==> src/exu_macros.svh <==
`ifndef EXU_MACROS_SVH
`define EXU_MACROS_SVH

// datapath width, RV64
`define EXU_XLEN 64

// entries per stream fifo
`define EXU_FIFO_DEPTH 4

// shift-add iterations, one multiplier bit each
`define EXU_MUL_STEPS 64

`endif

==> src/exu_pkg.sv <==
`default_nettype none

`include "exu_macros.svh"

package exu_pkg;

    typedef logic [`EXU_XLEN-1:0] xdata_t;

    // nop sits at zero so a cleared bundle does nothing
    typedef enum logic [4:0] {
        ALU_NOP    = 5'd0,
        ALU_ADD    = 5'd1,
        ALU_SUB    = 5'd2,
        ALU_PASS_A = 5'd3,
        ALU_PASS_B = 5'd4,
        ALU_XOR    = 5'd5,
        ALU_OR     = 5'd6,
        ALU_AND    = 5'd7,
        ALU_SLL    = 5'd8,
        ALU_SRL    = 5'd9,
        ALU_SRA    = 5'd10,
        ALU_SLT    = 5'd11,
        ALU_SLTU   = 5'd12,
        ALU_EQ     = 5'd13,
        ALU_GE     = 5'd14,
        ALU_GEU    = 5'd15,
        ALU_MUL    = 5'd16,
        ALU_DIV    = 5'd17,
        ALU_DIVU   = 5'd18,
        ALU_REM    = 5'd19,
        ALU_REMU   = 5'd20
    } alu_op_e;

    typedef enum logic [1:0] {
        SEL_A_PC  = 2'd0,
        SEL_A_RS1 = 2'd1
    } sel_a_e;

    typedef enum logic [1:0] {
        SEL_B_IMM = 2'd0,
        SEL_B_RS2 = 2'd1,
        SEL_B_CSR = 2'd2
    } sel_b_e;

    typedef struct packed {
        alu_op_e op;
        xdata_t  pc;
        xdata_t  rs1;
        xdata_t  rs2;
        xdata_t  csr;
        xdata_t  imm;
        sel_a_e  sel_a;
        sel_b_e  sel_b;
        logic    word;
    } exu_req_t;

    typedef struct packed {
        alu_op_e op;
        xdata_t  a;
        xdata_t  b;
        logic    word;
    } operand_t;

endpackage

`default_nettype wire

==> src/exu_stream_if.sv <==
`timescale 1ns/1ps
`default_nettype none

// valid/ready link, data held from valid until the transfer
interface exu_stream_if #(
    parameter type payload_t = exu_pkg::xdata_t
) ();

    logic     valid;
    logic     ready;
    payload_t data;

    modport source (
        output valid,
        output data,
        input  ready
    );

    modport sink (
        input  valid,
        input  data,
        output ready
    );

endinterface

`default_nettype wire

==> src/operand_select.sv <==
`timescale 1ns/1ps
`default_nettype none

`include "exu_macros.svh"

module operand_select (
    input  logic               clk,
    input  logic               rst,
    input  logic               flush,
    input  logic               req_valid,
    output logic               req_ready,
    input  exu_pkg::exu_req_t  req,
    exu_stream_if.source       out
);
    import exu_pkg::*;

    operand_t next_bundle;
    xdata_t   rs1_eff;
    logic     req_fire;

    // one-entry output register, free when empty or draining
    assign req_ready = !out.valid || out.ready;
    assign req_fire  = req_valid && req_ready;

    always_comb begin
        // word ops see only the low half of rs1
        rs1_eff = req.word ? {{(`EXU_XLEN-32){1'b0}}, req.rs1[31:0]} : req.rs1;

        next_bundle.op   = req.op;
        next_bundle.word = req.word;

        case (req.sel_a)
            SEL_A_RS1: next_bundle.a = rs1_eff;
            default:   next_bundle.a = req.pc;
        endcase

        case (req.sel_b)
            SEL_B_RS2: next_bundle.b = req.rs2;
            SEL_B_CSR: next_bundle.b = req.csr;
            default:   next_bundle.b = req.imm;
        endcase
    end

    always_ff @(posedge clk) begin
        if (rst || flush) begin
            out.valid <= 1'b0;
        end else if (req_fire) begin
            out.valid <= 1'b1;
        end else if (out.ready) begin
            out.valid <= 1'b0;
        end
    end

    always_ff @(posedge clk) begin
        if (req_fire) begin
            out.data <= next_bundle;
        end
    end

endmodule

`default_nettype wire

==> src/flat_wrapper.sv <==
// flat-port wrapper written by rule: the top's interface ports become plain ports
module operand_select_flat import exu_pkg::*;
  (clk, rst, flush, req_valid, req_ready, req, out_valid, out_data, out_ready);
  exu_stream_if out_i ();
  input  logic clk;
  input  logic rst;
  input  logic flush;
  input  logic req_valid;
  output logic req_ready;
  input  exu_pkg::exu_req_t req;
  output wire logic [$bits(out_i.valid)-1:0] out_valid;
  output wire logic [$bits(out_i.data)-1:0] out_data;
  input wire logic [$bits(out_i.ready)-1:0] out_ready;
  assign out_valid = out_i.valid;
  assign out_data = out_i.data;
  assign out_i.ready = out_ready;
  operand_select u_core (.clk(clk), .rst(rst), .flush(flush), .req_valid(req_valid), .req_ready(req_ready), .req(req), .out(out_i));
endmodule
==> config.mk <==
export PLATFORM = sky130hd
export DESIGN_NAME = operand_select_flat
export DESIGN_NICKNAME = d
export VERILOG_FILES = /design/src/exu_pkg.sv /design/src/exu_stream_if.sv /design/src/operand_select.sv /design/src/flat_wrapper.sv
export VERILOG_INCLUDE_DIRS = /design/src
export SDC_FILE = /design/constraint.sdc
export NUM_CORES = 1
export LEC_CHECK = 0
export CAP_MARGIN = 20
export CORE_AREA = 2 2 154 156
export CTS_CLUSTER_DIAMETER = 120
export DETAILED_ROUTE_END_ITERATION = 8
export DIE_AREA = 0 0 156 158
export DONT_BUFFER_PORTS = 1
export REMOVE_ABC_BUFFERS = 1
export SLEW_MARGIN = 20
export SYNTH_ARGS = -nofsm -noshare
export SYNTH_HDL_FRONTEND = slang
export SYNTH_SLANG_ARGS = --single-unit
==> constraint.sdc <==
create_clock -name clk -period 4.75 [get_ports clk]
set_input_delay 0.2375 -clock clk [delete_from_list [all_inputs] [get_ports clk]]
set_output_delay 0.2375 -clock clk [all_outputs]
set_load 0.05 [all_outputs]
Word-level counts from Yosys, hierarchy flattened
Index checks and enable logic that the tools add are counted.

Register bits after elaboration: 65. Input bits: 335. Output and inout port bits: 66. Logic and storage cells: 12.

Equal/unequal tests: 2. Muxes and demuxes: 3. Reductions and logical operators: 5.

Operator list (number): 63-bit case mux with 2 select lines (1); 2-bit by 1-bit equality test with 1-bit output (second input constant) (1); 2-bit equality test (second input constant) (1); 1-bit logical OR (2); 1-bit 2-to-1 mux (2); 2-bit nonzero test (1); 1-bit logical AND (1); 1-bit zero test (1).

Depth between registers and ports, before layout
Gate-level depths: netlist of the first run.

Depth in word-level cells: 4. Gate-level depth with buffers: 7. Mapped depth without buffers: 4.

Worst setup path before layout of the first run
No wires, ideal clock.

Kind: register to register. Start point: reg u_core.out.valid. End point: reg u_core.out.data[0] (enable). Library setup time: 0.429 ns. Arrival: 2.559 ns. Required time: 4.321 ns. Slack: 1.762 ns. Stages on the path, launching flop included: 3. Period minus slack after synthesis: 2.988 ns. Path through: dfxtp_1 > nand2b_1 > and2_1.

Word-level cells in the longest chain between the ends: 3.

Ends and longest elaborated chain: start: declaration (RTL line exu_stream_if.sv:14) `output valid,`; start signal: assignment (RTL line operand_select.sv:46) `out.valid <= 1'b0;`; start signal: assignment (RTL line operand_select.sv:48) `out.valid <= 1'b1;`; start signal: assignment (RTL line operand_select.sv:50) `out.valid <= 1'b0;`; 1-bit zero test (RTL line operand_select.sv:22) `assign req_ready = !out.valid || out.ready;`; 1-bit logical OR (RTL line operand_select.sv:22); named net req_ready (RTL line flat_wrapper.sv:9) `output logic req_ready;`; 1-bit logical AND (RTL line operand_select.sv:23) `assign req_fire = req_valid && req_ready;`; named net u_core.req_fire (RTL line operand_select.sv:19) `logic req_fire;`; end signal: assignment (RTL line operand_select.sv:56) `out.data <= next_bundle;`; end: declaration (RTL line exu_stream_if.sv:15) `output data,`.

The timed path passes the listed nets, and every way through them passes these cells. A chain may end at the register's enable or synchronous reset.

Worst setup path after layout of the first run
Start point: reg u_core.out.valid. End point: reg u_core.out.data[32] (enable).

Same word-level chain as after synthesis.

==> impl_metrics.env, run 1 <==
export IMPL_layout_min_cycle_time_ps=2370
export IMPL_postCtsResizedCells=0
export IMPL_fin_worst_skew_ps=12.2
export IMPL_max_clock_path_buffers=2
export IMPL_hold_start="req[29]"
export IMPL_antenna_found_initial=5
export IMPL_crit_path_end_kind="flip-flop"
export IMPL_hold_class="in -> reg"
export IMPL_hold_viol=0
export IMPL_worst_r2r_cell_count=2
export IMPL_cts_num_sinks=65
export IMPL_required_ps=4700
export IMPL_grt_usage=0.0895
export IMPL_die_area_um2=24600
export IMPL_dp_slack_ps=2330
export IMPL_yosysTopAreaCellShare=0.582
export IMPL_status="completed"
export IMPL_synth_area_um2=3300
export IMPL_fp_coreArea_um2=23100
export IMPL_finalWirelength_mm=11.6
export IMPL_maxSlewHeadroom=0.385
export IMPL_yosysWarnings=0
export IMPL_grt_pass1_vias=2107
export IMPL_setup_viol=0
export IMPL_cts_tree="yes"
export IMPL_fin_nets=615
export IMPL_avgSynthCellArea_um2=11.4
export IMPL_ios=401
export IMPL_dr_pass1_iters=4
export IMPL_rsz0062_at_grt="no"
export IMPL_yosysSeqAreaShare=0.588
export IMPL_fin_ws_ps=2380
export IMPL_netlist_instances=290
export IMPL_h_tree_depth=3
export IMPL_layout_common_cells="edfxtp_1, nand2_1, o21ai_1, a22oi_1, clkbuf_16"
export IMPL_worstMarginPinSlew_ps=923
export IMPL_ant_nets=0
export IMPL_gp_congestion=0.709
export IMPL_slew_viol_final=0
export IMPL_overflow=0
export IMPL_avgViaCountPerCell=4.08
export IMPL_start_util=0.143
export IMPL_drtIter0Drc=126
export IMPL_wire_per_inst_um=20.1
export IMPL_synth_cell_types=17
export IMPL_ys_top_cells_by_area="edfxtp_1, a22oi_1, o21ai_1, nand2_1, buf_6"
export IMPL_power_density_nw_per_um2=447
export IMPL_holdPathEnd="u_core.out.data[25]"
export IMPL_clk_latency_ps=340
export IMPL_clockRootBuffer="clkbuf_16"
export IMPL_hpwlAfterDp_mm=8.81
export IMPL_peakVddDrop_mv=0.127
export IMPL_grt_first_pass_wirelength_mm=14.9
export IMPL_ff2ff_setup_slack_ps=2380
export IMPL_tns_ps=0
export IMPL_ys_ff_latch=65
export IMPL_fmax_mhz=422
export IMPL_worst_setup_path_type="reg -> reg"
export IMPL_worst_ep_arrival_time_ps=2320
export IMPL_grt_max_degree=66
export IMPL_layout_commonest_cell="edfxtp_1"
export IMPL_maxCapViolCount=0
export IMPL_fillCellCount=2537
export IMPL_layout_drive_gt1_share=0.0707
export IMPL_critPathMaxFanout=64
export IMPL_cts_clk_slew_worst_paths_ps=60
export IMPL_rr_endpoint="u_core.out.data[32]"
export IMPL_cts_buffers=9
export IMPL_rows=56
export IMPL_yosysTopAreaCell="edfxtp_1"
export IMPL_holdPathStages=2
export IMPL_port_buffers=0
export IMPL_fin_crit_sh=0.499
export IMPL_worstSetupStartpointType="flip-flop"
export IMPL_num_vias=2357
export IMPL_die_x_um=156
export IMPL_die_h_um=158
export IMPL_p_leak_uw=0.00116
export IMPL_worstReg2RegStart="u_core.out.valid"
export IMPL_drc=0
export IMPL_synthToLayoutAreaGrowth_pct=13.0
==> per-layer routing <==
layer / track usage / wire length (µm) / share of wire / vias to the layer above
li1: - / - / - / 1084
met2: 0.142 / 5400 / 0.47 / 178
met1: 0.0983 / 4480 / 0.39 / 1074
met3: 0.0520 / 1500 / 0.13 / 17
met4: 0.0367 / 160 / 0.014 / 4
met5: 0 / 33 / 0.0029 / -
==> worst max-delay path: stages, from the launching register on <==
cell      delay [ps]
dfxtp_1          490
nand2b_1         580
and2_4           870
==> synthesized netlist by cell type (all sizes together) <==
| cell | instances |
|---|---|
| a211oi | 1 |
| a22oi | 63 |
| and2 | 1 |
| buf | 28 |
| dfxtp | 1 |
| edfxtp | 64 |
| ha | 2 |
| inv | 3 |
| nand2 | 63 |
| nand2b | 1 |
| o21ai | 63 |
==> worst max path at each step <==
stage                                 from                  end  slack (ps)  cells after the start
after floorplan           u_core.out.valid   u_core.out.data[0]        1760                      2
after global placement    u_core.out.valid  u_core.out.data[12]        2340                      2
after detailed placement  u_core.out.valid  u_core.out.data[15]        2330                      2
after CTS                 u_core.out.valid  u_core.out.data[36]        2310                      2
after global routing      u_core.out.valid  u_core.out.data[36]        2230                      2
final                     u_core.out.valid  u_core.out.data[32]        2380                      2
==> area by class of cell <==
class | count | area (µm²) | area share
multi-input cells | 194 | 1100 | 0.295
clock buffers | 13 | 240 | 0.0643
flip-flops and latches | 65 | 1940 | 0.520
diodes | 4 | 10.0 | 0.00268
well taps | 290 | 363 | 0.0972
inverters | 3 | 11.3 | 0.00302
repair buffers | 5 | 45.0 | 0.0121
clock inverters | 3 | 20.0 | 0.00536
==> through the flow <==
step | hold WS, ps | util | instances | area [µm²] | total power, µW
global route | 87.0 | 0.162 | 573 | 3720 | 1760
CTS | 79.9 | 0.162 | 573 | 3720 | 1710
detailed placement | 317 | 0.149 | 554 | 3430 | 1080
floorplan | 310 | - | 262 | 3040 | 1020
global placement | 316 | 0.149 | 554 | 3430 | 1070
finish | 97.7 | 0.162 | 577 | 3730 | 1670
==> power by group <==
| group | total, µW | switching, µW | internal (µW) |
|---|---|---|---|
| combinational | 152 | 101 | 50.3 |
| clock | 610 | 256 | 353 |
| sequential | 906 | 202 | 704 |
==> flip-flops by register name (all words and copies together) (netlist names) <==
| name | cells |
|---|---|
| u_core.out.data | 64 |
| u_core.out.valid | 1 |
==> logic make-up (layout without fill, tap and decap cells) <==
logic type | count (synthesis) | in the layout | synth area share
other | 0 | 4 | 0
AND/OR/NAND/NOR | 65 | 65 | 0.0754
AO/OA/AOI/OAI | 127 | 127 | 0.245
flip-flops | 65 | 65 | 0.588
buffers and inverters | 31 | 24 | 0.0841
adder cells (fa/ha/maj) | 2 | 2 | 0.00757
==> what timing repair did <==
action | in CTS | in global routing
setup endpoints to repair | 0 | 0
hold buffers | 3 | 0
buffers inserted | 0 | 0
hold endpoints to repair | 2 | 0
Power figures use the tool's default switching activity.
==> inputs of run 2 (changes only) <==
==> constraint.sdc (replaced) <==
create_clock -name clk -period 1.9 [get_ports clk]
set_input_delay 0.095 -clock clk [delete_from_list [all_inputs] [get_ports clk]]
set_output_delay 0.095 -clock clk [all_outputs]
set_load 0.05 [all_outputs]
==> impl_metrics.env, run 2 (synthesis gave the netlist of run 1 again) <==
export IMPL_die_x_um=156
export IMPL_slew_viol_final=0
export IMPL_dr_pass1_iters=6
export IMPL_drtIter0Drc=137
export IMPL_peakVddDrop_mv=0.356
export IMPL_overflow=0
export IMPL_grt_usage=0.0957
export IMPL_hpwlAfterDp_mm=9.31
export IMPL_worst_r2r_cell_count=4
export IMPL_finalWirelength_mm=12.3
export IMPL_cts_buffers=9
export IMPL_fin_nets=685
export IMPL_fmax_mhz=670
export IMPL_rsz0062_at_grt="no"
export IMPL_port_buffers=0
export IMPL_hold_class="in -> reg"
export IMPL_worstMarginPinSlew_ps=640
export IMPL_fp_coreArea_um2=23100
export IMPL_worstSetupStartpointType="flip-flop"
export IMPL_h_tree_depth=3
export IMPL_largest_reg_flops=64
export IMPL_largest_register="u_core.out.data"
export IMPL_layout_commonest_cell="edfxtp_1"
export IMPL_crit_path_end_kind="flip-flop"
export IMPL_maxSlewHeadroom=0.574
export IMPL_synthToLayoutAreaGrowth_pct=37.4
export IMPL_avgViaCountPerCell=4.12
export IMPL_cts_tree="yes"
export IMPL_final_cells=645
export IMPL_grt_pass1_vias=2464
export IMPL_hold_viol=0
export IMPL_die_area_um2=24600
export IMPL_holdPathStages=2
export IMPL_postCtsResizedCells=0
export IMPL_num_vias=2659
export IMPL_rows=56
export IMPL_largestRegisters="u_core.out.data x64, u_core.out.valid x1"
export IMPL_cp_slowest_stage_delay_ps=560
export IMPL_worst_ep_arrival_time_ps=1780
export IMPL_drc=0
export IMPL_setup_viol=0
export IMPL_ios=401
export IMPL_layout_drive_gt1_share=0.0907
export IMPL_layout_common_cells="edfxtp_1, nand2_1, dlygate4sd3_1"
export IMPL_status="completed"
export IMPL_fin_crit_sh=0.786
export IMPL_grt_first_pass_wirelength_mm=16.2
export IMPL_clockRootBuffer="clkbuf_16"
export IMPL_path_cells="nand2b_1 > buf_4 > a211oi_1 > dlygate4sd3_1"
export IMPL_die_h_um=158
export IMPL_cp_slowest_cell="dlygate4sd3_1"
export IMPL_critPathMaxFanout=2
export IMPL_dp_cells=564
export IMPL_power_density_nw_per_um2=1010
export IMPL_cts_setup_buffers=0
export IMPL_antenna_found_initial=4
export IMPL_required_ps=2180
export IMPL_tns_ps=0
export IMPL_cts_num_sinks=65
export IMPL_p_leak_uw=0.00152
export IMPL_gp_congestion=0.720
export IMPL_start_util=0.143
export IMPL_clk_latency_ps=340
export IMPL_maxCapViolCount=0
export IMPL_grt_max_degree=52
export IMPL_fin_worst_skew_ps=8.68
export IMPL_worst_setup_path_type="reg -> reg"
export IMPL_ant_nets=0
export IMPL_wire_per_inst_um=19.1
export IMPL_layout_min_cycle_time_ps=1490
export IMPL_max_clock_path_buffers=2
export IMPL_cts_clk_slew_worst_paths_ps=60
-- run 2: changes by cell type in the layout (fill, tap and decap cells not counted), sizes merged --
cell	before	now
buf	2	12
dlygate4sd3	3	63
bufinv	0	2
clkinv	1	4
clkbuf	13	9
diode	4	2
clkinvlp	2	1
-- run 2: area by class of cell --
cell class / count / area, µm²
Sequential cell: 65 / 1940
Clock inverter: 7 / 85.1
Fill cell: 2455 / 18500
Clock buffer: 9 / 225
Tap cell: 290 / 363
Inverter: 3 / 11.3
Multi-Input combinational cell: 194 / 1100
Timing Repair Buffer: 75 / 808
Antenna cell: 2 / 5.00
-- run 2: timing repair --
| item | in CTS | in global routing |
|---|---|---|
| endpoints found under the hold margin | 58 | 0 |
| hold buffers | 63 | 0 |
| endpoints found under the setup margin | 0 | 0 |
-- run 2: worst paths after layout --
check	from	slack [ps]	endpoint
hold reg to reg	u_core.out.valid	900	u_core.out.data[42]
setup reg to reg	u_core.out.valid	410	u_core.out.valid
hold / removal	req[19]	2	u_core.out.data[15]
setup / recovery	u_core.out.valid	410	u_core.out.valid
-- run 2: report_power, final --
group	leakage (µW)	internal [µW]	total, µW	switching [µW]
Sequential	0.000648	1760	2260	503
Combinational	0.000725	254	549	295
Clock	0.000150	1130	1770	634
-- run 2: critical path, delay by kind of cell (launching register included) --
family,cells,cell delay (ps)
simple gates,1,100
flops,1,350
buf+inv,2,770
compound gates,1,220
-- run 2: metal layers --
| layer | GRT usage | up-vias | wire [µm] |
|---|---|---|---|
| met5 | 0 | - | 10 |
| met4 | 0.0485 | 2 | 251 |
| met3 | 0.0479 | 17 | 1370 |
| met2 | 0.156 | 177 | 5970 |
| met1 | 0.103 | 1240 | 4740 |
| li1 | - | 1223 | - |
-- run 2: through the flow --
stage | setup WS, ps | hold WS [ps] | total power, µW | utilization | cell area, µm²
2_1_floorplan | -1090 | 168 | 2550 | - | 3040
3_3_place_gp | 520 | 173 | 2720 | 0.156 | 3600
3_5_place_dp | 527 | 172 | 2730 | 0.156 | 3600
4_1_cts | 376 | 0.198 | 4670 | 0.197 | 4540
5_1_grt | 293 | 8.26 | 4800 | 0.197 | 4540
6_report | 407 | 1.52 | 4580 | 0.197 | 4540
==> inputs of run 3 (changes only) <==
--- a/config.mk
+++ b/config.mk
@@ -7,10 +7,10 @@
 export NUM_CORES = 1
 export LEC_CHECK = 0
 export CAP_MARGIN = 20
-export CORE_AREA = 2 2 154 156
+export CORE_AREA = 2 2 155 157
 export CTS_CLUSTER_DIAMETER = 120
 export DETAILED_ROUTE_END_ITERATION = 8
-export DIE_AREA = 0 0 156 158
+export DIE_AREA = 0 0 157 159
 export DONT_BUFFER_PORTS = 1
 export REMOVE_ABC_BUFFERS = 1
 export SLEW_MARGIN = 20
==> constraint.sdc (replaced) <==
create_clock -name clk -period 1.5 [get_ports clk]
set_input_delay 0.075 -clock clk [delete_from_list [all_inputs] [get_ports clk]]
set_output_delay 0.075 -clock clk [all_outputs]
set_load 0.05 [all_outputs]
==> impl_metrics.env, run 3 (synthesis gave the netlist of run 1 again) <==
export IMPL_status="completed"
export IMPL_clk_latency_ps=340
export IMPL_cp_slowest_cell="dlygate4sd3_1"
export IMPL_cts_num_sinks=65
export IMPL_fin_ws_ps=151
export IMPL_h_tree_depth=3
export IMPL_largest_reg_flops=64
export IMPL_register_area_um2=1940
export IMPL_rsz0062_at_grt="no"
export IMPL_antenna_found_initial=2
export IMPL_die_area_um2=25000
export IMPL_dr_pass1_iters=4
export IMPL_overflow=0
export IMPL_rr_endpoint="u_core.out.data[7]"
export IMPL_cts_tree="yes"
export IMPL_die_x_um=157
export IMPL_clockRootBuffer="clkbuf_16"
export IMPL_max_clock_path_buffers=2
export IMPL_hold_class="in -> reg"
export IMPL_fin_worst_skew_ps=3.61
export IMPL_cp_top_family="buffers and inverters"
export IMPL_fin_crit_sh=0.900
export IMPL_dp_slack_ps=268
export IMPL_worstSetupStartpointType="primary input"
export IMPL_peakVddDrop_mv=0.375
export IMPL_maxSlewHeadroom=0.591
export IMPL_placed_area_um2=3620
export IMPL_layout_drive_gt1_share=0.0827
export IMPL_worst_setup_path_type="in -> reg"
export IMPL_grt_usage=0.100
export IMPL_cp_depth=6
export IMPL_fp_coreArea_um2=23200
export IMPL_worstReg2RegStart="u_core.out.valid"
export IMPL_layout_min_cycle_time_ps=1350
export IMPL_die_h_um=159
export IMPL_critPathMaxFanout=31
export IMPL_cts_buffers=9
export IMPL_avgViaCountPerCell=3.98
export IMPL_ant_nets=0
export IMPL_fin_area_um2=4910
export IMPL_rows=56
export IMPL_cts_clk_slew_worst_paths_ps=60
export IMPL_largestRegisters="u_core.out.data x64, u_core.out.valid x1"
export IMPL_drtIter0Drc=191
export IMPL_layout_commonest_cell="dlygate4sd3_1"
export IMPL_hpwlAfterDp_mm=9.07
export IMPL_wire_per_inst_um=18.1
export IMPL_tns_ps=0
export IMPL_path_cells="inv_1 > ha_4 > buf_12 > a22oi_1 > o21ai_1 > dlygate4sd3_1"
export IMPL_multi_input_area_um2=1110
export IMPL_required_ps=1700
export IMPL_layout_common_cells="dlygate4sd3_1, edfxtp_1, nand2_1"
export IMPL_fillCellCount=2483
export IMPL_gp_congestion=0.756
export IMPL_p_leak_uw=0.00168
export IMPL_ff2ff_setup_slack_ps=340
export IMPL_cp_slowest_stage_delay_ps=570
export IMPL_hold_start="req[80]"
export IMPL_cp_num_buf_inv=3
export IMPL_worst_ep_arrival_time_ps=1550
export IMPL_grt_max_degree=67
export IMPL_synthToLayoutAreaGrowth_pct=48.7
export IMPL_worstMarginPinSlew_ps=614
export IMPL_fmax_mhz=741
export IMPL_critPathCapture="u_core.out.data[48]"
export IMPL_cp_startpoint="req[1]"
export IMPL_setup_viol=0
export IMPL_maxCapViolCount=0
export IMPL_fin_nets=719
export IMPL_worst_r2r_cell_count=3
export IMPL_num_vias=2811
export IMPL_finalWirelength_mm=12.8
export IMPL_final_cells=707
export IMPL_start_util=0.142
export IMPL_power_density_nw_per_um2=1210
export IMPL_largest_register="u_core.out.data"
export IMPL_ios=401
export IMPL_drc=0
export IMPL_hold_viol=0
export IMPL_grt_pass1_vias=2806
export IMPL_crit_path_end_kind="flip-flop"
export IMPL_grt_first_pass_wirelength_mm=17.9
export IMPL_slew_viol_final=0
export IMPL_dp_cells=593
export IMPL_port_buffers=0
run 3: cell count changes in the layout (fill, tap and decap cells not counted), sizes merged:
cell / change
clkinv: -2
diode: -1
clkbuf: +1
dlygate4sd3: +34
clkinvlp: +1
run 3: layout make-up:
cell class | count | share of cell area
Clock inverter | 6 | 0.0168
Inverter | 3 | 0.00229
Antenna cell | 1 | 0.000509
Tap cell | 319 | 0.0812
Timing Repair Buffer | 109 | 0.232
Multi-Input combinational cell | 194 | 0.225
Clock buffer | 10 | 0.0466
Sequential cell | 65 | 0.395
run 3: worst min path at each step:
stage | end | slack [ps] | depth (start not counted)
2_1_floorplan | u_core.out.valid | 150 | 1
3_3_place_gp | u_core.out.valid | 150 | 1
3_5_place_dp | u_core.out.valid | 150 | 1
4_1_cts | u_core.out.data[63] | 2 | 2
5_1_grt | u_core.out.data[22] | 10 | 2
6_report | u_core.out.data[12] | 20 | 2
run 3: repair_timing:
item                                    4_1_cts  5_1_grt
gates resized for setup                       0        2
endpoints found under the setup margin        0        1
hold endpoints to repair                     62        1
setup buffers                                 0        0
hold buffers                                 96        2
run 3: routing by layer:
layer / global-route usage / up-vias / routed length, µm
li1: - / 1287 / -
met1: 0.108 / 1317 / 5110
met2: 0.173 / 182 / 6220
met3: 0.0403 / 23 / 1160
met4: 0.0409 / 2 / 282
met5: 0 / - / 16
run 3: report_power, final:
part | total (µW) | internal, µW | switching [µW]
clock | 2280 | 1450 | 832
combinational | 828 | 429 | 399
sequential | 2860 | 2230 | 636
total | 5970 | 4100 | 1870
run 3: through the flow:
step	power (µW)	utilization	hold slack (ps)
final	5970	0.212	16.5
after global routing	6270	0.212	11.6
after CTS	6080	0.211	1.98
after detailed placement	3450	0.156	152
after global placement	3430	0.156	151
after floorplan	3220	-	148
run 3: worst register-to-register path, cell delays in order, from the launching register on:
cell and delay (ps):
dfxtp_1 310, nand2b_1 120, and2_4 190, buf_12 210
