### src/exu_macros.svh
`ifndef EXU_MACROS_SVH
`define EXU_MACROS_SVH

// datapath width, RV64
`define EXU_XLEN 64

// entries per stream fifo
`define EXU_FIFO_DEPTH 4

// shift-add iterations, one multiplier bit each
`define EXU_MUL_STEPS 64

`endif

### src/exu_pkg.sv
`default_nettype none

`include "exu_macros.svh"

package exu_pkg;

    typedef logic [`EXU_XLEN-1:0] xdata_t;

    // nop sits at zero so a cleared bundle does nothing
    typedef enum logic [4:0] {
        ALU_NOP    = 5'd0,
        ALU_ADD    = 5'd1,
        ALU_SUB    = 5'd2,
        ALU_PASS_A = 5'd3,
        ALU_PASS_B = 5'd4,
        ALU_XOR    = 5'd5,
        ALU_OR     = 5'd6,
        ALU_AND    = 5'd7,
        ALU_SLL    = 5'd8,
        ALU_SRL    = 5'd9,
        ALU_SRA    = 5'd10,
        ALU_SLT    = 5'd11,
        ALU_SLTU   = 5'd12,
        ALU_EQ     = 5'd13,
        ALU_GE     = 5'd14,
        ALU_GEU    = 5'd15,
        ALU_MUL    = 5'd16,
        ALU_DIV    = 5'd17,
        ALU_DIVU   = 5'd18,
        ALU_REM    = 5'd19,
        ALU_REMU   = 5'd20
    } alu_op_e;

    typedef enum logic [1:0] {
        SEL_A_PC  = 2'd0,
        SEL_A_RS1 = 2'd1
    } sel_a_e;

    typedef enum logic [1:0] {
        SEL_B_IMM = 2'd0,
        SEL_B_RS2 = 2'd1,
        SEL_B_CSR = 2'd2
    } sel_b_e;

    typedef struct packed {
        alu_op_e op;
        xdata_t  pc;
        xdata_t  rs1;
        xdata_t  rs2;
        xdata_t  csr;
        xdata_t  imm;
        sel_a_e  sel_a;
        sel_b_e  sel_b;
        logic    word;
    } exu_req_t;

    typedef struct packed {
        alu_op_e op;
        xdata_t  a;
        xdata_t  b;
        logic    word;
    } operand_t;

endpackage

`default_nettype wire

### src/exu_stream_if.sv
`timescale 1ns/1ps
`default_nettype none

// valid/ready link, data held from valid until the transfer
interface exu_stream_if #(
    parameter type payload_t = exu_pkg::xdata_t
) ();

    logic     valid;
    logic     ready;
    payload_t data;

    modport source (
        output valid,
        output data,
        input  ready
    );

    modport sink (
        input  valid,
        input  data,
        output ready
    );

endinterface

`default_nettype wire

### src/op_fifo.sv
`timescale 1ns/1ps
`default_nettype none

`include "exu_macros.svh"

module op_fifo #(
    parameter type payload_t = exu_pkg::xdata_t,
    parameter int  depth     = `EXU_FIFO_DEPTH
) (
    input  logic         clk,
    input  logic         rst,
    input  logic         flush,
    exu_stream_if.sink   in,
    exu_stream_if.source out
);

    localparam int ptr_w = (depth > 1) ? $clog2(depth) : 1;
    localparam logic [ptr_w-1:0] last_slot = ptr_w'(depth - 1);
    localparam logic [ptr_w:0]   full_count = (ptr_w + 1)'(depth);

    payload_t         mem [depth];
    logic [ptr_w-1:0] wr_ptr;
    logic [ptr_w-1:0] rd_ptr;
    logic [ptr_w:0]   count;
    logic             full;
    logic             wr_en;
    logic             rd_en;

    function automatic logic [ptr_w-1:0] next_ptr(input logic [ptr_w-1:0] ptr);
        next_ptr = (ptr == last_slot) ? '0 : ptr + 1'b1;
    endfunction

    assign full = (count == full_count);

    // a full fifo still takes a write while the head leaves
    assign in.ready  = !full || out.ready;
    assign out.valid = (count != '0);
    assign out.data  = mem[rd_ptr];

    assign wr_en = in.valid && in.ready;
    assign rd_en = out.valid && out.ready;

    always_ff @(posedge clk) begin
        if (wr_en) begin
            mem[wr_ptr] <= in.data;
        end
    end

    always_ff @(posedge clk) begin
        if (rst || flush) begin
            wr_ptr <= '0;
            rd_ptr <= '0;
            count  <= '0;
        end else begin
            if (wr_en) begin
                wr_ptr <= next_ptr(wr_ptr);
            end
            if (rd_en) begin
                rd_ptr <= next_ptr(rd_ptr);
            end
            case ({wr_en, rd_en})
                2'b10:   count <= count + 1'b1;
                2'b01:   count <= count - 1'b1;
                default: count <= count;
            endcase
        end
    end

endmodule

`default_nettype wire

### src/flat_wrapper.sv
// flat-port wrapper written by rule: the top's interface ports become plain ports
module op_fifo_flat 
#(
    parameter type payload_t = exu_pkg::xdata_t,
    parameter int  depth     = `EXU_FIFO_DEPTH
)
  (clk, rst, flush, in_valid, in_data, in_ready, out_valid, out_data, out_ready);
  exu_stream_if #(.payload_t(payload_t)) in_i ();
  exu_stream_if #(.payload_t(payload_t)) out_i ();
  input  logic clk;
  input  logic rst;
  input  logic flush;
  input wire logic [$bits(in_i.valid)-1:0] in_valid;
  input wire logic [$bits(in_i.data)-1:0] in_data;
  output wire logic [$bits(in_i.ready)-1:0] in_ready;
  output wire logic [$bits(out_i.valid)-1:0] out_valid;
  output wire logic [$bits(out_i.data)-1:0] out_data;
  input wire logic [$bits(out_i.ready)-1:0] out_ready;
  assign in_i.valid = in_valid;
  assign in_i.data = in_data;
  assign in_ready = in_i.ready;
  assign out_valid = out_i.valid;
  assign out_data = out_i.data;
  assign out_i.ready = out_ready;
  op_fifo #(.payload_t(payload_t), .depth(depth)) u_core (.clk(clk), .rst(rst), .flush(flush), .in(in_i), .out(out_i));
endmodule
### config.mk
export PLATFORM = sky130hd
export DESIGN_NAME = op_fifo_flat
export DESIGN_NICKNAME = d
export VERILOG_FILES = /design/src/exu_pkg.sv /design/src/exu_stream_if.sv /design/src/op_fifo.sv /design/src/flat_wrapper.sv
export VERILOG_INCLUDE_DIRS = /design/src
export SDC_FILE = /design/constraint.sdc
export NUM_CORES = 1
export LEC_CHECK = 0
export BUFFER_PORTS_ARGS = -buffer_cell sky130_fd_sc_hd__buf_4
export CAP_MARGIN = 15
export CORE_MARGIN = 5
export CORE_UTILIZATION = 58
export CTS_CLUSTER_DIAMETER = 30
export DETAILED_ROUTE_END_ITERATION = 8
export HOLD_SLACK_MARGIN = 0.03
export PLACE_DENSITY = 0.87
export SLEW_MARGIN = 25
export SYNTH_ARGS = -nofsm -noshare
export SYNTH_HDL_FRONTEND = slang
export SYNTH_SLANG_ARGS = --single-unit
export TNS_END_PERCENT = 100
### constraint.sdc
create_clock -name clk -period 4.4 [get_ports clk]
set_input_delay 0.44 -clock clk [delete_from_list [all_inputs] [get_ports clk]]
set_output_delay 0.44 -clock clk [all_outputs]
set_load 0.005 [all_outputs]
# Word level (Yosys, flattened, before mapping)
# Memories as Yosys holds them, arrays and structs flattened. A register that Yosys moved wholly into a read port is not among the register bits.
# Index checks and enable logic that the tools add are counted.
# W data, S select, Z words.
[word_totals]
reg_bits = 7
ram_bits = 256
in_bits = 69
wordCells = 27
memories = 1
[op_classes]
add_sub_neg = 4
n_eq_ne = 5
n_mux = 7
reduce_logical = 7
[mem_list]
columns = ["memory", "depth", "width", "rd", "rd_ports_with_merged_regs", "wr", "line", "source"]
rows = [
  ["u_core.mem", 4, 64, 1, 1, 1, "op_fifo.sv:21", "payload_t mem [depth];"],
]
[ops]
columns = ["operator", "n"]
rows = [
  ["$mux W2", 4],
  ["$eq A2 B2 Y1 const B", 3],
  ["$pmux W3 S2", 1],
  ["$add A2 B1 Y2 const B", 2],
  ["$add A3 B1 Y3 const B", 1],
  ["$eq A3 B3 Y1 const B", 1],
  ["$reduce_bool A3 Y1", 1],
  ["$sub A3 B1 Y3 const B", 1],
  ["$eq A2 B1 Y1 const B", 1],
  ["$logic_and A1 B1 Y1", 2],
  ["$logic_or A1 B1 Y1", 2],
  ["$mux W1", 2],
  ["$reduce_bool A2 Y1", 1],
  ["$logic_not A1 Y1", 1],
]

# Depth between registers and ports, before layout
# Gate-level depths: netlist of run 1.
[depth]
depth_word = 6
ltp_mapped = 9
mapped_depth_nobuf = 8

# Least setup slack after synthesis of run 1
# No wires, ideal clock.
[synth_timing]
path_kind = "in2reg"
start = "in out_ready"
end = "reg u_core.count[2]"
setup_time_ns = 0.070
arrival_ns = 2.342
slack_ns = 1.988
stages = 9
cell_sequence = "or4b_1 > buf_2 > nand2_4 > ha_1 > inv_1 > fa_1 > xor2_1 > or3_1 > a21oi_1"
[synth_via]
elab_chain_len = 4
elab_cells_between_ends = 7
cone_classes = "eq/ne: 2; mux: 1; reduce/logical: 4"
[synth_rtl]
columns = ["item", "line", "source"]
rows = [
  ["from (decl)", "flat_wrapper.sv:18", "input wire logic [$bits(out_i.ready)-1:0] out_ready;"],
  ["$logic_or A1 B1 Y1 (*)", "op_fifo.sv:36", "assign in.ready = !full || out.ready;"],
  ["named net in_ready", "flat_wrapper.sv:15", "output wire logic [$bits(in_i.ready)-1:0] in_ready;"],
  ["$logic_and A1 B1 Y1 (*)", "op_fifo.sv:40", "assign wr_en = in.valid && in.ready;"],
  ["$eq A2 B1 Y1 / $eq A2 B2 Y1 (equally long branches)", "op_fifo.sv:61", "case ({wr_en, rd_en})"],
  ["$pmux W3 S2 / $reduce_bool A2 Y1 (equally long branches)", "n/a", ""],
  ["to (signal assigned)", "op_fifo.sv:62", "2'b10: count <= count + 1'b1;"],
  ["to (signal assigned)", "op_fifo.sv:63", "2'b01: count <= count - 1'b1;"],
  ["to (signal assigned)", "op_fifo.sv:64", "default: count <= count;"],
  ["to (decl)", "op_fifo.sv:24", "logic [ptr_w:0] count;"],
]
# Mark *: on every way through the listed nets, which the timed path passes. The rest lies on a longest branch.
# A chain may end at the register's enable or synchronous reset.

==> results of run 1 <==
[routing by layer]
layer  part of all wire (%)  global-route usage (%)  wire length [um]  vias to the layer above
met2                     53                    33.6             10000                      182
met5                      0                       0                 0                        -
li1                       -                       -                 -                     1988
met3                    6.8                    5.35              1290                       23
met1                     39                    26.3              7410                     2380
met4                    1.2                    4.99               227                        0
[worst register-to-register path: cells and delay by family (launching register included)]
| family | cells | cell delay (ns) |
|---|---|---|
| XOR/XNOR | 1 | 0.17 |
| AND/OR/NAND/NOR | 3 | 1.15 |
| adder cells (fa/ha/maj) | 2 | 0.64 |
| AO/OA/AOI/OAI | 1 | 0.14 |
| flip-flops | 1 | 0.35 |
| buffers and inverters | 1 | 0.09 |
[how the worst max path moves through the flow]
stage | slack, ns | cells past startpoint | end | from
2_1_floorplan | 1.99 | 9 | u_core.count[2]$_SDFFE_PP0P_ | out_ready
3_3_place_gp | 1.80 | 9 | u_core.count[2]$_SDFFE_PP0P_ | out_ready
3_5_place_dp | 1.66 | 9 | u_core.count[2]$_SDFFE_PP0P_ | out_ready
4_1_cts | 1.28 | 3 | out_data[40] | flop
5_1_grt | 1.13 | 3 | out_data[40] | flop
6_report | 1.38 | 3 | out_data[40] | flop
[cell families (layout without fill, tap and decap cells)]
| logic type | count (synthesis) | count (layout) |
|---|---|---|
| simple gates | 21 | 21 |
| flops | 265 | 265 |
| xor+xnor | 2 | 2 |
| compound gates | 6 | 6 |
| fa+ha+maj | 7 | 7 |
| mux | 66 | 66 |
| buf+inv | 21 | 214 |
[flip-flops by register name, summed over array words and instances (netlist names), named ones only]
name           count
u_core.wr_ptr      2
u_core.count       3
u_core.mem       256
u_core.rd_ptr      2
[report_power, final]
part / internal, W / switching, W / total (W)
Clock: 0.00186 / 0.00113 / 0.00300
Combinational: 0.000150 / 0.000122 / 0.000272
Sequential: 0.00284 / 0.0000244 / 0.00286
[cell usage after synthesis (all sizes together)]
| master | number | share of area [%] |
|---|---|---|
| inv | 6 | 0.23 |
| dfxtp | 9 | 1.9 |
| or4b | 1 | 0.10 |
| edfxtp | 256 | 79 |
| clkbuf | 1 | 0.052 |
| fa | 1 | 0.21 |
| and3 | 4 | 0.31 |
| o21ai | 2 | 0.10 |
| or3 | 4 | 0.27 |
| xor2 | 2 | 0.18 |
| buf | 14 | 0.80 |
| or2 | 1 | 0.065 |
| nand2 | 6 | 0.31 |
| a21oi | 3 | 0.15 |
| mux2i | 2 | 0.21 |
| nand3 | 1 | 0.052 |
| mux4 | 64 | 15 |
| ha | 6 | 0.77 |
| nor2 | 4 | 0.15 |
| o31ai | 1 | 0.077 |
[through the flow]
step | cell area [um2] | cells | hold WS (ns) | worst slack [ns] | power [W]
after floorplan | 9700 | 388 | 0.459 | 1.99 | 0.00301
after global placement | 10900 | 729 | 0.459 | 1.80 | 0.00317
after detailed placement | 10900 | 729 | 0.478 | 1.66 | 0.00318
after CTS | 12200 | 801 | 0.114 | 1.28 | 0.00618
after global routing | 12200 | 801 | 0.112 | 1.13 | 0.00633
final | 12200 | 801 | 0.130 | 1.38 | 0.00613
[cell type report]
type                       instances  area [um2]  area share (%)
multi-input combinational        102        1740            14.3
clock inverter                    30         302            2.46
sequential                       265        7880            64.4
inverter                           6        22.5           0.184
timing repair buffer             136        1020            8.34
clock buffer                      42         997            8.15
tap                              220         275            2.25
==> impl_metrics.py, run 1 <==
metrics = {
    "final_layout": {
        "final_common_cell": "edfxtp_1",
        "fillerInstances": 878,
        "drive_gt1_share_pct": 47.5,
        "layout_common_cells": "edfxtp_1, buf_4, mux4_2",
        "area_delta_synth_final_pct": 26.1,
        "post-route-util_pct": 74.1,
        "final_nets": 626,
        "n_antenna_cell": 0,
    },
    "grt": {
        "first_global_vias": 4981,
        "antenna_found_initial": 0,
        "grt_pass1_wl_um": 29400,
        "grt_max_degree": 65,
        "grt-ovfl-total": 0,
        "track_usage_pct": 19.9,
    },
    "power": {
        "ir_drop_uv": 542,
        "powerDensity_nw_per_um2": 501,
        "power.leakage_nw": 4.16,
    },
    "worst_setup_path": {
        "crit_slowest_cell": "dfxtp_4",
        "critPathTopFamily": "flip-flops",
        "start_kind": "flop",
        "slowest_delay_ns": 0.89,
        "worst_path_most_repeated_cell": "buf_4",
        "crit_path_end_kind": "output pin",
        "crit_type": "flop to output pin",
        "r2r_start": "u_core.count[0]$_SDFFE_PP0P_",
        "cp_num_buf_inv": 2,
        "required_ns": 3.96,
        "reg2reg_slack_ns": 1.80,
        "cp_cell_sequence": "buf_4, mux4_2, buf_4",
        "r2r_end": "u_core.count[2]$_SDFFE_PP0P_",
        "crit_fanout": 40,
        "r2r_cells": 8,
        "arrival_ns": 2.58,
    },
    "routing": {
        "drt-initial-drc-count": 292,
        "ant_nets": 0,
        "firstDrtPassIters": 4,
        "wl_um": 19000,
        "drt-vias-per-instance": 5.71,
        "wire_per_inst_um": 23.7,
        "drcViolationCount": 0,
        "vias": 4573,
    },
    "cts": {
        "htree_levels": 2,
        "post_cts_resized": 0,
        "cts_root_buf": "clkbuf_16",
        "clockBufferDepth": 3,
        "cts_buffers": 39,
        "clkSinkCount": 265,
        "cts_tree": "done",
        "cts_hold_buf": 0,
        "clk_pin_slew_ns": 0.06,
        "post_cts_buffers": 0,
        "clk_latency_ns": 0.51,
    },
    "floorplan": {
        "initial_utilization_pct": 58.7,
        "dieArea_um2": 19400,
        "boundaryPins": 135,
        "row_count": 47,
        "die_x_um": 139,
        "coreArea_um2": 16500,
        "die_height_um": 139,
    },
    "sta": {
        "rsz0062_at_grt": "false",
        "setup_viol": 0,
        "finalHoldViolations": 0,
        "worst_slew_pin_slew_ns": 1.01,
        "fin_tns_setup_ns": 0,
        "fin_skew_ns": 0.0193,
        "fmax_mhz": 331,
        "fin_crit_sh_pct": 68.7,
        "relSlewSlack_pct": 32.4,
        "drv_slew": 0,
        "period_minus_slack_ns": 3.02,
    },
    "placed_design": {
        "portBuffers": 134,
        "gp_congestion": 0.780,
        "place_hpwl_um": 10100,
    },
    "logic_synthesis": {
        "synthAdderAreaFrac_pct": 0.980,
        "synth_xor_area_share_pct": 0.181,
        "synth-seq-area-share_pct": 81.1,
        "ys_types": 24,
        "synth_compound_area_share_pct": 0.335,
        "syn_nets": 464,
        "synthSimpleGateAreaFrac_pct": 1.26,
        "ys_warn_count": 0,
        "synthMuxAreaShare_pct": 15.1,
        "syn_avg_cell_area_um2": 25.0,
        "syn_area_um2": 9700,
        "synthCells": 388,
        "synth_top_family_by_area": "multiplexers",
        "synth_seq_cells": 265,
    },
    "worst_hold_path": {
        "min_to": "u_core.mem[2][1]$_DFFE_PP_",
        "worstHoldPathType": "input port to flop",
        "worstHoldStart": "in_data[1]",
        "hold_depth": 1,
    },
    "run_status": {
        "status": "completed",
    },
    "job": {
        "maxCapViolCount": 0,
    },
}
No activity file was read; power rests on OpenSTA's default activity.
==> run 2: changes to the inputs <==
ABC_AREA = 1   (was not set)
CORE_UTILIZATION = 57   (was 58)
PLACE_DENSITY = 0.86   (was 0.87)
clock period = 2.9 ns   (was 4.4 ns; I/O delays follow)
==> run 2 against run 1 <==
Clock skew down 0.0092 ns. Combinational power up 140%. Wire length up 19%. Die area up 4.3%. Register-to-register slack worse by 1.1 ns. Power up 51%. Non-clock buffer count up 78. Flip-flop and latch count unchanged. Clock power up 42%. Final area up 6.5%. Final cell count up 44%. Sequential share of layout area down 3.9 points.
==> impl_metrics.py, run 2 <==
metrics = {
    "run_status": {
        "status": "completed",
    },
    "power": {
        "p_clk_share_pct": 45.9,
        "comb_power_share_pct": 7.1,
        "switching_share_pct": 21.2,
        "ir_drop_uv": 532,
        "seqPwrFrac_pct": 47.0,
        "powerDensity_nw_per_um2": 712,
        "fin_total_pwr_w": 0.00928,
        "power_switching_w": 0.00197,
        "p_int_w": 0.00731,
        "power.leakage_nw": 4.73,
    },
    "cts": {
        "clockBufferDepth": 3,
        "post_cts_resized": 0,
        "htree_levels": 2,
        "cts_root_buf": "clkbuf_16",
        "clk_latency_ns": 0.50,
        "cts_buffers": 39,
        "post_cts_buffers": 0,
        "clkSinkCount": 265,
        "clk_pin_slew_ns": 0.05,
        "cts_tree": "done",
    },
    "logic_synthesis": {
        "synthAdderAreaFrac_pct": 0.953,
        "synth_commonest_cells": "edfxtp_1, nor2_1, o21ai_0",
        "synth-seq-area-share_pct": 78.9,
        "syn_avg_cell_area_um2": 14.5,
        "yosysMostFrequentCell": "edfxtp_1",
        "synthSimpleGateAreaFrac_pct": 6.11,
        "synth_seq_cells": 265,
        "ys_warn_count": 0,
        "synth_area_leaders": "edfxtp_1, nor2_1, o22ai_1, o21ai_0, o21ai_1",
        "yosysTopAreaCell": "edfxtp_1",
        "synth_top_family_by_area": "compound AO/OA/AOI/OAI gates",
        "synth_top_area_share_pct": 77.1,
        "synth_flop_cell": "edfxtp_1",
        "synth_compound_area_share_pct": 10.7,
        "syn_area_um2": 9980,
        "synthCells": 688,
        "ys_types": 19,
        "async_flop_share_pct": 0,
        "synthMuxAreaShare_pct": 0,
        "synth_edf_count": 256,
        "synth_xor_area_share_pct": 0,
        "syn_nets": 764,
    },
    "grt": {
        "grt-ovfl-total": 0,
        "track_usage_pct": 21.9,
        "first_global_vias": 6644,
        "grt_max_degree": 70,
        "grt_pass1_wl_um": 34100,
        "antenna_found_initial": 0,
    },
    "routing": {
        "ant_nets": 0,
        "firstDrtPassIters": 5,
        "wire_per_inst_um": 19.6,
        "wl_um": 22600,
        "drcViolationCount": 0,
        "drt-initial-drc-count": 463,
        "vias": 6512,
        "drt-vias-per-instance": 5.64,
    },
    "worst_setup_path": {
        "slowest_delay_ns": 0.65,
        "worst_path_most_repeated_cell": "buf_4",
        "start_kind": "flop",
        "crit_type": "flop to output pin",
        "arrival_ns": 2.20,
        "crit_fanout": 29,
        "cp_num_buf_inv": 2,
        "crit_path_end_kind": "output pin",
        "crit_slowest_cell": "dfxtp_2",
        "critPathTopFamily": "flip-flops",
        "cp_cell_sequence": "buf_4, o21ai_0, o22ai_1, buf_4",
        "required_ns": 2.61,
    },
    "floorplan": {
        "die_height_um": 142,
        "row_count": 48,
        "boundaryPins": 135,
        "initial_utilization_pct": 57.9,
        "dieArea_um2": 20200,
        "die_x_um": 142,
        "coreArea_um2": 17200,
    },
    "final_layout": {
        "n_antenna_cell": 0,
        "largest-register": "u_core.mem",
        "final_nets": 978,
        "area_delta_synth_final_pct": 30.6,
        "layout_common_cells": "edfxtp_1, buf_4, nor2_1",
        "largestRegisters": "u_core.mem: 256 flops, u_core.count: 3 flops",
        "largest_reg_flops": 256,
        "final_common_cell": "edfxtp_1",
        "fillerInstances": 973,
        "drive_gt1_share_pct": 23.4,
    },
    "sta": {
        "finalHoldViolations": 0,
        "worst_slew_pin_slew_ns": 0.677,
        "drv_slew": 0,
        "setup_viol": 0,
        "relSlewSlack_pct": 54.8,
        "fmax_mhz": 401,
        "rsz0062_at_grt": "false",
        "fin_skew_ns": 0.0101,
        "period_minus_slack_ns": 2.49,
        "fin_crit_sh_pct": 86.0,
        "final.setup.worst_slack_ns": 0.407,
    },
    "placed_design": {
        "place_hpwl_um": 11800,
        "gp_congestion": 0.748,
        "portBuffers": 134,
        "pre_cts_ws_ns": 0.842,
    },
    "job": {
        "maxCapViolCount": 0,
    },
    "worst_hold_path": {
        "worstHoldPathType": "input port to flop",
    },
}
run 2: cell count changes after synthesis, moves of 13 or more:
cell / delta
o22ai_1: +64
o21ai_0: +73
clkbuf_1: +18
buf_6: +13
mux4_2: -64
nor2_1: +143
o21ai_1: +56
run 2: final timing paths:
kind | from | to | slack (ns) | cells after the start
setup reg to reg | u_core.count[2]$_SDFFE_PP0P_ | u_core.count[2]$_SDFFE_PP0P_ | 0.75 | 13
hold / removal | rst | u_core.wr_ptr[0]$_SDFFE_PP0P_ | 0.12 | 4
setup / recovery | flop | out_data[10] | 0.41 | 4
hold reg to reg | u_core.rd_ptr[1]$_SDFFE_PP0P_ | flop | 0.52 | 2
run 2: timing repair:
action                                  CTS  global route
endpoints found under the setup margin    0             0
endpoints found under the hold margin   256             0
hold buffers                             64             0
run 2: metrics by stage:
| stage | cells | TNS (ns) | util, % | hold slack (ns) | area [um2] |
|---|---|---|---|---|---|
| after global routing | 1155 | 0 | 75.6 | 0.140 | 13000 |
| after CTS | 1155 | 0 | 75.6 | 0.104 | 13000 |
| after detailed placement | 1022 | 0 | 64.9 | 0.492 | 11200 |
| after floorplan | 688 | -241.12 | - | 0.389 | 9980 |
| final | 1155 | 0 | 75.6 | 0.120 | 13000 |
| after global placement | 1022 | 0 | 64.9 | 0.491 | 11200 |
run 2: logic make-up (layout without fill, tap and decap cells):
| logic type | after synthesis | in the layout |
|---|---|---|
| adder cells (fa/ha/maj) | 7 | 7 |
| buffers and inverters | 57 | 299 |
| flip-flops | 265 | 265 |
| AND/OR/NAND/NOR | 162 | 162 |
| AO/OA/AOI/OAI | 197 | 197 |
run 2: worst reg2reg max path, delay by kind of cell (launching register included):
family,cells,cell delay (ns)
buf+inv,3,0.39
flops,1,0.31
simple gates,8,0.73
fa+ha+maj,2,0.65
run 2: per-layer routing:
metal,track usage [%],part of all wire [%],vias up
met5,0,0,-
met4,7.70,2.2,0
met3,4.64,6.1,45
met2,38.4,52,257
met1,27.2,40,3207
li1,-,-,3003
run 2: area by class of cell:
class / count / area, um2 / area share (%)
repair buffers: 214 / 1800 / 13.8
well taps: 225 / 282 / 2.16
clock buffers: 45 / 1040 / 7.99
multi-input cells: 366 / 1800 / 13.8
flip-flops and latches: 265 / 7870 / 60.4
clock inverters: 24 / 170 / 1.31
inverters: 16 / 62.6 / 0.480
run 2: power groups by stage:
stage | logic (W) | registers, W | clock network, W
2_1_floorplan | 0.000244 | 0.00443 | 0
3_3_place_gp | 0.000560 | 0.00443 | 0
3_5_place_dp | 0.000578 | 0.00443 | 0
4_1_cts | 0.000655 | 0.00436 | 0.00430
5_1_grt | 0.000714 | 0.00436 | 0.00449
6_report | 0.000658 | 0.00436 | 0.00426
==> run 3: changes to the inputs <==
REMOVE_ABC_BUFFERS = 1   (was not set)
==> run 3 against run 2 <==
Final cell count is essentially flat. First-iteration DRC count shrank 6.0%. Combinational power about the same. Via count grew 1.1%. Worst setup slack lost 0.12 ns. Die area stayed put. Clock power grew 12%. Maximum frequency down 4.6%. Global-route usage increased by 0.81 points. Largest cell class unchanged. Highest routed layer unchanged.
==> impl_metrics.py, run 3 (synthesis gave the netlist of run 2 again) <==
metrics = {
    "run_status": {
        "status": "completed",
    },
    "grt": {
        "antenna_found_initial": 0,
        "track_usage_pct": 22.7,
        "first_global_vias": 6789,
        "grt-ovfl-total": 0,
        "grt_pass1_wl_um": 35800,
        "grt_max_degree": 65,
    },
    "worst_setup_path": {
        "crit_path_end_kind": "output pin",
        "start_kind": "flop",
        "required_ns": 2.61,
        "crit_fanout": 48,
        "crit_type": "flop to output pin",
        "arrival_ns": 2.32,
        "reg2reg_slack_ns": 0.55,
    },
    "power": {
        "power.leakage_nw": 4.82,
        "comb_power_share_pct": 6.7,
        "power_switching_w": 0.00202,
        "p_int_w": 0.00778,
        "switching_share_pct": 20.6,
        "seqPwrFrac_pct": 44.6,
        "ir_drop_uv": 736,
        "powerDensity_nw_per_um2": 743,
        "p_clk_share_pct": 48.7,
    },
    "routing": {
        "drt-vias-per-instance": 5.69,
        "ant_nets": 0,
        "wl_um": 23300,
        "drt-initial-drc-count": 435,
        "firstDrtPassIters": 5,
        "vias": 6583,
        "wire_per_inst_um": 20.2,
        "drcViolationCount": 0,
    },
    "sta": {
        "rsz0062_at_grt": "false",
        "fin_crit_sh_pct": 90.2,
        "finalHoldViolations": 0,
        "period_minus_slack_ns": 2.61,
        "final.setup.worst_slack_ns": 0.286,
        "fin_skew_ns": 0.0266,
        "drv_slew": 0,
        "fmax_mhz": 382,
        "setup_viol": 0,
        "relSlewSlack_pct": 61.7,
        "worst_slew_pin_slew_ns": 0.574,
    },
    "placed_design": {
        "portBuffers": 134,
        "dp_cells": 1021,
        "placed_cell_area_um2": 11200,
        "pre_cts_ws_ns": 0.709,
        "place_hpwl_um": 11900,
        "gp_congestion": 0.750,
    },
    "final_layout": {
        "fin_cells": 1156,
        "area_delta_synth_final_pct": 32.3,
        "fillerInstances": 938,
        "design_area_um2": 13200,
        "largest-register": "u_core.mem",
        "final_nets": 979,
        "drive_gt1_share_pct": 23.3,
        "n_antenna_cell": 0,
        "largest_reg_flops": 256,
        "layout_common_cells": "edfxtp_1, buf_4, nor2_1",
        "largestRegisters": "u_core.mem: 256 flops, u_core.count: 3 flops",
        "final_common_cell": "edfxtp_1",
    },
    "cts": {
        "clk_latency_ns": 0.51,
        "clk_pin_slew_ns": 0.06,
        "cts_buffers": 41,
        "htree_levels": 2,
        "post_cts_buffers": 0,
        "cts_tree": "done",
        "clockBufferDepth": 3,
        "clkSinkCount": 265,
        "cts_root_buf": "clkbuf_16",
    },
    "floorplan": {
        "dieArea_um2": 20200,
        "die_x_um": 142,
        "initial_utilization_pct": 57.9,
        "die_height_um": 142,
        "coreArea_um2": 17200,
        "boundaryPins": 135,
        "row_count": 48,
    },
    "job": {
        "maxCapViolCount": 0,
    },
    "worst_hold_path": {
        "worstHoldPathType": "input port to flop",
    },
}
==> run 3: power by group through the flow <==
stage,Clock [W],Combinational [W],Sequential [W]
global placement,0,0.000557,0.00443
CTS,0.00479,0.000655,0.00436
detailed placement,0,0.000576,0.00443
floorplan,0,0.000210,0.00445
global route,0.00503,0.000715,0.00437
finish,0.00477,0.000660,0.00437
==> run 3: worst paths after layout <==
check / startpoint / end / cells after the start
worst max-delay path: flop / out_data[54] / 4
worst min register to register: u_core.rd_ptr[1]$_SDFFE_PP0P_ / flop / 2
worst max register to register: u_core.count[1]$_SDFFE_PP0P_ / u_core.count[2]$_SDFFE_PP0P_ / 11
worst min-delay path: rst / u_core.count[2]$_SDFFE_PP0P_ / 4
==> run 3: per-layer routing <==
layer  share of wire (%)  wire [um]  vias up  global-route usage, %
met5                   0          0        -                      0
met3                 7.0       1620       47                   4.17
met2                  53      12300      298                   40.3
met1                  38       8890     3228                   28.4
met4                 2.3        537        0                   7.50
li1                    -          -     3010                      -
==> run 3: layout make-up <==
cell class	instances	area (um2)	area share, %
Clock inverter	25	269	2.04
Sequential cell	265	7870	59.7
Multi-Input combinational cell	366	1800	13.6
Tap cell	225	282	2.13
Clock buffer	46	1090	8.24
Timing Repair Buffer	213	1820	13.8
Inverter	16	62.6	0.474
==> run 3: metrics by stage <==
| stage | TNS [ns] | util, % | hold slack [ns] | power [W] |
|---|---|---|---|---|
| final | 0 | 76.6 | 0.154 | 0.00980 |
| after global routing | 0 | 76.6 | 0.175 | 0.0101 |
| after CTS | 0 | 76.6 | 0.130 | 0.00981 |
| after detailed placement | 0 | 65.0 | 0.493 | 0.00501 |
| after global placement | 0 | 65.0 | 0.490 | 0.00498 |
| after floorplan | -325.49 | - | 0.389 | 0.00465 |
==> run 3: repair_timing <==
action                    4_1_cts  5_1_grt
hold endpoints to repair      256        0
hold buffers                   64        0
gates resized for setup         0        0
==> run 3: worst max-delay path, stage by stage (launching register included) <==
cell,delay [ns]
dfxtp_4,0.65
buf_4,0.51
o21ai_0,0.20
o22ai_1,0.28
buf_4,0.17
